**src/design/pi_emu_pkg.sv**
```systemverilog
`default_nettype none

package pi_emu_pkg;

    // emulated time quantities, one LSB is the smallest time step
    localparam int DT_WIDTH = 16;

    // phase code width, same as the silicon interpolator control word
    localparam int CODE_WIDTH = 9;

    // phase monitor result width
    localparam int PM_WIDTH = 20;

    // unsigned emulated time or timestep
    typedef logic [DT_WIDTH-1:0] dt_t;

    // phase code as delivered over the req/ack interface
    typedef logic [CODE_WIDTH-1:0] code_t;

    // measured edge-to-edge delay, zero-extended from dt_t
    typedef logic [PM_WIDTH-1:0] pm_t;

    // four-phase handshake states of the code decoder
    // IDLE     waiting for a request, ack low
    // ACK      request accepted this cycle, ack high
    // WAIT_LOW ack held until the request drops
    typedef enum logic [1:0] {
        IDLE     = 2'd0,
        ACK      = 2'd1,
        WAIT_LOW = 2'd2
    } dec_state_t;

endpackage

`default_nettype wire

```
**src/design/phase_interpolator_emu.sv**
```systemverilog
`timescale 1ns/10ps
`default_nettype none

module phase_interpolator_emu
    import pi_emu_pkg::*;
#(
    parameter int HALF_PERIOD  = 1000,
    parameter int DELAY_OFFSET = 20,
    parameter int DELAY_STEP   = 4,
    parameter int DT_MAX       = 250,
    parameter int QUEUE_DEPTH  = 4
)(
    input  wire logic  emu_clk,
    input  wire logic  reset,
    input  wire logic  code_req,
    input  wire code_t code,
    output logic       code_ack,
    output logic       clk_in_val,
    output logic       clk_out_val,
    output dt_t        emu_dt,
    output pm_t        pm_out,
    output logic       pm_valid
);

    logic src_edge;
    logic out_edge;
    logic hold;
    dt_t  src_dt_req;
    dt_t  delay;

    // input clock and its step request
    pi_clock_source #(
        .HALF_PERIOD (HALF_PERIOD),
        .DT_MAX      (DT_MAX)
    ) u_clock_source (
        .emu_clk    (emu_clk),
        .reset      (reset),
        .emu_dt     (emu_dt),
        .hold       (hold),
        .clk_in_val (clk_in_val),
        .src_edge   (src_edge),
        .src_dt_req (src_dt_req)
    );

    pi_code_decoder #(
        .DELAY_OFFSET (DELAY_OFFSET),
        .DELAY_STEP   (DELAY_STEP)
    ) u_code_decoder (
        .emu_clk  (emu_clk),
        .reset    (reset),
        .code_req (code_req),
        .code     (code),
        .code_ack (code_ack),
        .delay    (delay)
    );

    // delay line, also owns the global timestep
    pi_delay_core #(
        .QUEUE_DEPTH (QUEUE_DEPTH),
        .DT_MAX      (DT_MAX)
    ) u_delay_core (
        .emu_clk     (emu_clk),
        .reset       (reset),
        .src_edge    (src_edge),
        .clk_in_val  (clk_in_val),
        .src_dt_req  (src_dt_req),
        .delay       (delay),
        .clk_out_val (clk_out_val),
        .out_edge    (out_edge),
        .hold        (hold),
        .emu_dt      (emu_dt)
    );

    pi_phase_monitor u_phase_monitor (
        .emu_clk     (emu_clk),
        .reset       (reset),
        .src_edge    (src_edge),
        .out_edge    (out_edge),
        .clk_in_val  (clk_in_val),
        .clk_out_val (clk_out_val),
        .emu_dt      (emu_dt),
        .pm_out      (pm_out),
        .pm_valid    (pm_valid)
    );

endmodule

`default_nettype wire

```
**src/design/pi_clock_source.sv**
```systemverilog
`timescale 1ns/10ps
`default_nettype none

module pi_clock_source
    import pi_emu_pkg::*;
#(
    parameter int HALF_PERIOD = 1000,
    parameter int DT_MAX      = 250
)(
    input  wire logic emu_clk,
    input  wire logic reset,
    input  wire dt_t  emu_dt,
    input  wire logic hold,
    output logic      clk_in_val,
    output logic      src_edge,
    output dt_t       src_dt_req
);

    // emulated time left until the next transition
    dt_t timer;
    logic toggle;

    // the step never exceeds the time to our next edge
    assign src_dt_req = (timer < dt_t'(DT_MAX)) ? timer : dt_t'(DT_MAX);

    // timer consumed by this step, unless the delay queue is full
    assign toggle = !hold && (emu_dt >= timer);

    always_ff @(posedge emu_clk) begin
        if (reset) begin
            timer      <= dt_t'(HALF_PERIOD);
            clk_in_val <= 1'b0;
            src_edge   <= 1'b0;
        end else begin
            src_edge <= toggle;
            if (toggle) begin
                clk_in_val <= ~clk_in_val;
                timer      <= dt_t'(HALF_PERIOD);
            end else if (emu_dt >= timer) begin
                // held off by the queue, edge stays pending
                timer <= '0;
            end else begin
                timer <= timer - emu_dt;
            end
        end
    end

endmodule

`default_nettype wire

```
**src/design/pi_code_decoder.sv**
```systemverilog
`timescale 1ns/10ps
`default_nettype none

module pi_code_decoder
    import pi_emu_pkg::*;
#(
    parameter int DELAY_OFFSET = 20,
    parameter int DELAY_STEP   = 4
)(
    input  wire logic  emu_clk,
    input  wire logic  reset,
    input  wire logic  code_req,
    input  wire code_t code,
    output logic       code_ack,
    output dt_t        delay
);

    dec_state_t state;
    dt_t        delay_new;

    // linear code to delay mapping
    assign delay_new = dt_t'(DELAY_OFFSET + int'(code) * DELAY_STEP);

    // ack is high in every state except idle
    assign code_ack = (state != IDLE);

    always_ff @(posedge emu_clk) begin
        if (reset) begin
            state <= IDLE;
            delay <= dt_t'(DELAY_OFFSET);
        end else begin
            case (state)
                IDLE: begin
                    // code is stable while req is high, take it now
                    if (code_req) begin
                        state <= ACK;
                        delay <= delay_new;
                    end
                end
                ACK: begin
                    if (!code_req) begin
                        state <= IDLE;
                    end else begin
                        state <= WAIT_LOW;
                    end
                end
                WAIT_LOW: begin
                    if (!code_req) begin
                        state <= IDLE;
                    end
                end
                default: begin
                    state <= IDLE;
                end
            endcase
        end
    end

endmodule

`default_nettype wire

```
**src/design/pi_delay_core.sv**
```systemverilog
`timescale 1ns/10ps
`default_nettype none

module pi_delay_core
    import pi_emu_pkg::*;
#(
    parameter int QUEUE_DEPTH = 4,
    parameter int DT_MAX      = 250
)(
    input  wire logic emu_clk,
    input  wire logic reset,
    input  wire logic src_edge,
    input  wire logic clk_in_val,
    input  wire dt_t  src_dt_req,
    input  wire dt_t  delay,
    output logic      clk_out_val,
    output logic      out_edge,
    output logic      hold,
    output dt_t       emu_dt
);

    localparam int PTR_W = (QUEUE_DEPTH > 1) ? $clog2(QUEUE_DEPTH) : 1;
    localparam int CNT_W = $clog2(QUEUE_DEPTH + 1);

    // pending output transitions, remaining time and target level
    dt_t  rem_q [QUEUE_DEPTH];
    logic lvl_q [QUEUE_DEPTH];

    logic [PTR_W-1:0] rd_ptr;
    logic [PTR_W-1:0] wr_ptr;
    logic [CNT_W-1:0] count;

    logic push;
    logic pop;
    dt_t  step;

    // freeze the source when its next edge would not fit in the queue
    assign hold = (count == CNT_W'(QUEUE_DEPTH)) ||
                  (src_edge && (count == CNT_W'(QUEUE_DEPTH - 1)));

    // smallest request wins
    always_comb begin
        step = dt_t'(DT_MAX);
        if (!hold && (src_dt_req < step)) begin
            step = src_dt_req;
        end
        if ((count != '0) && (rem_q[rd_ptr] < step)) begin
            step = rem_q[rd_ptr];
        end
        // new entry must not be consumed in the cycle it is written
        if (src_edge && ((delay - 1'b1) < step)) begin
            step = delay - 1'b1;
        end
    end

    assign emu_dt = step;

    assign pop  = (count != '0) && (rem_q[rd_ptr] <= emu_dt);
    assign push = src_edge && ((count != CNT_W'(QUEUE_DEPTH)) || pop);

    // entries age by the global step, this cycle's step included on push
    always_ff @(posedge emu_clk) begin
        for (int i = 0; i < QUEUE_DEPTH; i++) begin
            rem_q[i] <= (rem_q[i] > emu_dt) ? rem_q[i] - emu_dt : '0;
        end
        if (push) begin
            rem_q[wr_ptr] <= delay - emu_dt;
            lvl_q[wr_ptr] <= clk_in_val;
        end
    end

    always_ff @(posedge emu_clk) begin
        if (reset) begin
            rd_ptr      <= '0;
            wr_ptr      <= '0;
            count       <= '0;
            clk_out_val <= 1'b0;
            out_edge    <= 1'b0;
        end else begin
            out_edge <= pop;
            if (push) begin
                wr_ptr <= (wr_ptr == PTR_W'(QUEUE_DEPTH - 1)) ? '0 : wr_ptr + 1'b1;
            end
            if (pop) begin
                clk_out_val <= lvl_q[rd_ptr];
                rd_ptr      <= (rd_ptr == PTR_W'(QUEUE_DEPTH - 1)) ? '0 : rd_ptr + 1'b1;
            end
            case ({push, pop})
                2'b10:   count <= count + 1'b1;
                2'b01:   count <= count - 1'b1;
                default: count <= count;
            endcase
        end
    end

endmodule

`default_nettype wire

```
**src/design/pi_phase_monitor.sv**
```systemverilog
`timescale 1ns/10ps
`default_nettype none

module pi_phase_monitor
    import pi_emu_pkg::*;
(
    input  wire logic emu_clk,
    input  wire logic reset,
    input  wire logic src_edge,
    input  wire logic out_edge,
    input  wire logic clk_in_val,
    input  wire logic clk_out_val,
    input  wire dt_t  emu_dt,
    output pm_t       pm_out,
    output logic      pm_valid
);

    logic busy;
    logic start;
    logic stop;
    pm_t  acc;

    // edge flags come with the new clock level, so a high level means rising
    assign start = src_edge && clk_in_val;
    assign stop  = busy && out_edge && clk_out_val;

    always_ff @(posedge emu_clk) begin
        if (reset) begin
            busy     <= 1'b0;
            pm_valid <= 1'b0;
        end else begin
            pm_valid <= stop;
            if (stop) begin
                busy <= start;
            end else if (start) begin
                busy <= 1'b1;
            end
        end
    end

    // step of the start cycle counts, step of the stop cycle does not
    always_ff @(posedge emu_clk) begin
        if (stop) begin
            pm_out <= acc;
        end
        if (start && (!busy || stop)) begin
            acc <= pm_t'(emu_dt);
        end else if (busy) begin
            acc <= acc + pm_t'(emu_dt);
        end
    end

endmodule

`default_nettype wire

```
**config.mk**
```make
export PLATFORM = sky130hd
export DESIGN_NAME = phase_interpolator_emu
export DESIGN_NICKNAME = d
export VERILOG_FILES = /design/src/design/pi_emu_pkg.sv /design/src/design/phase_interpolator_emu.sv /design/src/design/pi_clock_source.sv /design/src/design/pi_code_decoder.sv /design/src/design/pi_delay_core.sv /design/src/design/pi_phase_monitor.sv
export SDC_FILE = /design/constraint.sdc
export NUM_CORES = 1
export LEC_CHECK = 0
export BUFFER_PORTS_ARGS = -buffer_cell sky130_fd_sc_hd__buf_2
export CELL_PAD_IN_SITES_DETAIL_PLACEMENT = 1
export CELL_PAD_IN_SITES_GLOBAL_PLACEMENT = 2
export CORE_MARGIN = 1.5
export CORE_UTILIZATION = 44
export CTS_BUF_LIST = sky130_fd_sc_hd__clkbuf_2
export CTS_CLUSTER_DIAMETER = 80
export DETAILED_ROUTE_END_ITERATION = 16
export PLACE_DENSITY = 0.95
export SLEW_MARGIN = 30
export SYNTH_ARGS = -nofsm -noshare
export SYNTH_HDL_FRONTEND = slang
export SYNTH_HIERARCHICAL = 1
export SYNTH_SLANG_ARGS = --single-unit
```
**constraint.sdc**
```tcl
create_clock -name emu_clk -period 27.3 [get_ports emu_clk]
set_input_delay 2.73 -clock emu_clk [delete_from_list [all_inputs] [get_ports emu_clk]]
set_output_delay 2.73 -clock emu_clk [all_outputs]
set_load 0.005 [all_outputs]
```
==> results.json <==
{
  "finalSetupViolations": 0,
  "ys.flop_type": "dfxtp_1",
  "gp_congestion": 0.898,
  "drv_slew": 0,
  "core-area_sq_um": 30000,
  "clkSinkCount": 151,
  "cts.clk_slew.worst_paths_ps": 300,
  "grt_max_degree": 29,
  "gr-usage-all-layers_pct": 27.3,
  "synthCells": 1569,
  "synth_area_leaders": "dfxtp_1 (16%), ha_1 (15%), edfxtp_1 (8.9%)",
  "ant_nets": 0,
  "yosysWarnings": 6,
  "crit_top_cell": "nor2_1",
  "syn_area_sq_um": 13500,
  "ys_types": 91,
  "fin_setup_tns_ps": 0,
  "end_kind": "output port",
  "io_pins": 52,
  "start_util_pct": 45.1,
  "fp.dieArea_sq_um": 31700,
  "critical-path-max-stage-delay_ps": 630,
  "via_per_inst": 5.95,
  "worstPathMaxFanout": 22,
  "reg2reg_depth": 47,
  "worstReg2RegStart": "u_clock_source/timer[5]",
  "die_h_um": 178,
  "grt_pass1_wl_um": 66800,
  "wl_um": 42700,
  "seq_area_frac_synth_pct": 25.4,
  "drc_errors": 0,
  "start_kind": "flip-flop",
  "whs_ps": 500,
  "period_share_pct": 40.2,
  "dr.pass1.iters": 5,
  "wl_per_cell_um": 21.1,
  "clk_latency_ps": 810,
  "ys_top_cells_by_count": "ha_1 (160), nor2_1 (132), inv_1 (122), dfxtp_1 (111), nand2_1 (103)",
  "drtIter0Drc": 611,
  "hold_buffers": 0,
  "yosysMostFrequentCell": "ha_1",
  "crit_end": "emu_dt[10]",
  "grt_pass1_vias": 12400,
  "maxCapViolCount": 0,
  "critPathSlowestCell": "a31oi_1",
  "worst-r2r-setup-slack_ps": 16540,
  "synth_edf_count": 40,
  "cp_num_buf_inv": 4,
  "hold_path_class": "reg -> reg",
  "synth.avg_cell_area_sq_um": 8.60,
  "cts_tree": "yes",
  "rows": 63,
  "async_flop_share_pct": 0,
  "yosysTopAreaCell": "dfxtp_1",
  "crit_start": "u_clock_source/timer[5]",
  "clk_path_buf_depth": 2,
  "cts_buffers": 17,
  "synth_top_area_share_pct": 16.5,
  "dp_hpwl_um": 34700,
  "antenna_found_initial": 1,
  "nets": 1801,
  "critical_path.top_delay_family": "compound AO/OA/AOI/OAI gates",
  "drive_gt1_share_pct": 11.3,
  "ys_ff_latch": 151,
  "critPathRequiredTime_ps": 24570,
  "hold_path_depth": 0,
  "r2r-end": "u_delay_core/count[2]",
  "status": "finished clean",
  "cts-root-buf": "clkbuf_2",
  "criticalPathCategory": "reg -> out",
  "fmax_mhz": 91.1,
  "rsz0062_at_grt": "false",
  "arrival_ps": 8240,
  "cts_resized": 0,
  "hold_viol_final": 0,
  "period_needed_ps": 10970,
  "cts_max_level": 4,
  "cp.depth": 28,
  "io_buffers": 51,
  "grt-ovfl-total": 0,
  "post_cts_buffers": 0,
  "dr_total_vias": 12100,
  "slew_headroom_pct": 37.8,
  "worstMarginPinSlew_ps": 931,
  "die_w_um": 178,
  "finClkSkew_ps": 68.9,
  "area_delta_synth_final_pct": 6.51
}
[worst min-delay path by stage]
stage | from | endpoint | slack (ps)
final | u_phase_monitor/acc[11] | u_phase_monitor/pm_out[11] | 500
after floorplan | u_phase_monitor/acc[19] | u_phase_monitor/pm_out[19] | 420
after global placement | u_phase_monitor/acc[19] | u_phase_monitor/pm_out[19] | 430
after global routing | u_phase_monitor/acc[11] | u_phase_monitor/pm_out[11] | 520
after detailed placement | u_phase_monitor/acc[19] | u_phase_monitor/pm_out[19] | 450
after CTS | u_phase_monitor/acc[11] | u_phase_monitor/pm_out[11] | 510
[kinds of logic after synthesis]
kind of cell               share of synthesized area, %
and+or+nand+nor                                    19.3
AOI/OAI and AO/OA                                  19.3
buffers and inverters                              5.98
adders and majority gates                          15.9
DFF                                                25.4
muxes                                              9.12
xor gates and xnor gates                           5.00
other                                            0.0834
[final cells by class]
cell class / instances / area (sq um)
Fill cell: 3659 / 15600
Inverter: 123 / 462
Clock buffer: 17 / 85.1
Antenna cell: 2 / 5.00
Sequential cell: 151 / 3420
Timing Repair Buffer: 67 / 375
Clock inverter: 15 / 166
Tap cell: 390 / 488
Multi-Input combinational cell: 1262 / 9370
[stage by stage]
step	utilization, %	setup slack [ps]	area [sq um]	std cells
after floorplan	-	18620	13600	1588
after global placement	47.1	17250	14100	1993
after detailed placement	47.1	16880	14100	1993
after CTS	48.0	16200	14400	2025
after global routing	48.0	15520	14400	2026
final	48.0	16330	14400	2027
[registers in the layout (all words and copies together) (netlist names), named ones only]
name                       cells
u_delay_core/wr_ptr            2
u_delay_core/rem_q            64
u_code_decoder/state           2
u_phase_monitor/busy           1
u_phase_monitor/pm_valid       1
u_delay_core/count             3
u_phase_monitor/acc           20
u_delay_core/rd_ptr            2
u_clock_source/clk_in_val      1
u_delay_core/clk_out_val       1
u_delay_core/lvl_q             4
u_phase_monitor/pm_out        20
u_clock_source/src_edge        1
u_clock_source/timer          16
u_delay_core/out_edge          1
u_code_decoder/delay          10
[layer usage]
metal	GRT usage, %	part of all wire, %	wire, um
met2	46.9	48	20400
met4	9.42	2.8	1190
met5	0	0	0
met1	34.8	45	19300
met3	4.20	4.3	1830
[placed cells by master, fill, tap and decap left out, types with 42 or more instances in the layout]
cell type / netlist / layout
dfxtp_1: 111 / 110
o21ai_0: 94 / 94
nor2_1: 132 / 132
a21o_1: 42 / 42
a21oi_1: 101 / 101
ha_1: 160 / 160
buf_2: 5 / 51
nand2_1: 103 / 103
mux2i_1: 45 / 45
nor3_1: 52 / 52
xnor2_1: 52 / 52
inv_1: 122 / 122
Power is left out: the tool's default activity adds up to more than one toggle a clock period on the data nets, which glitch-free logic cannot reach.
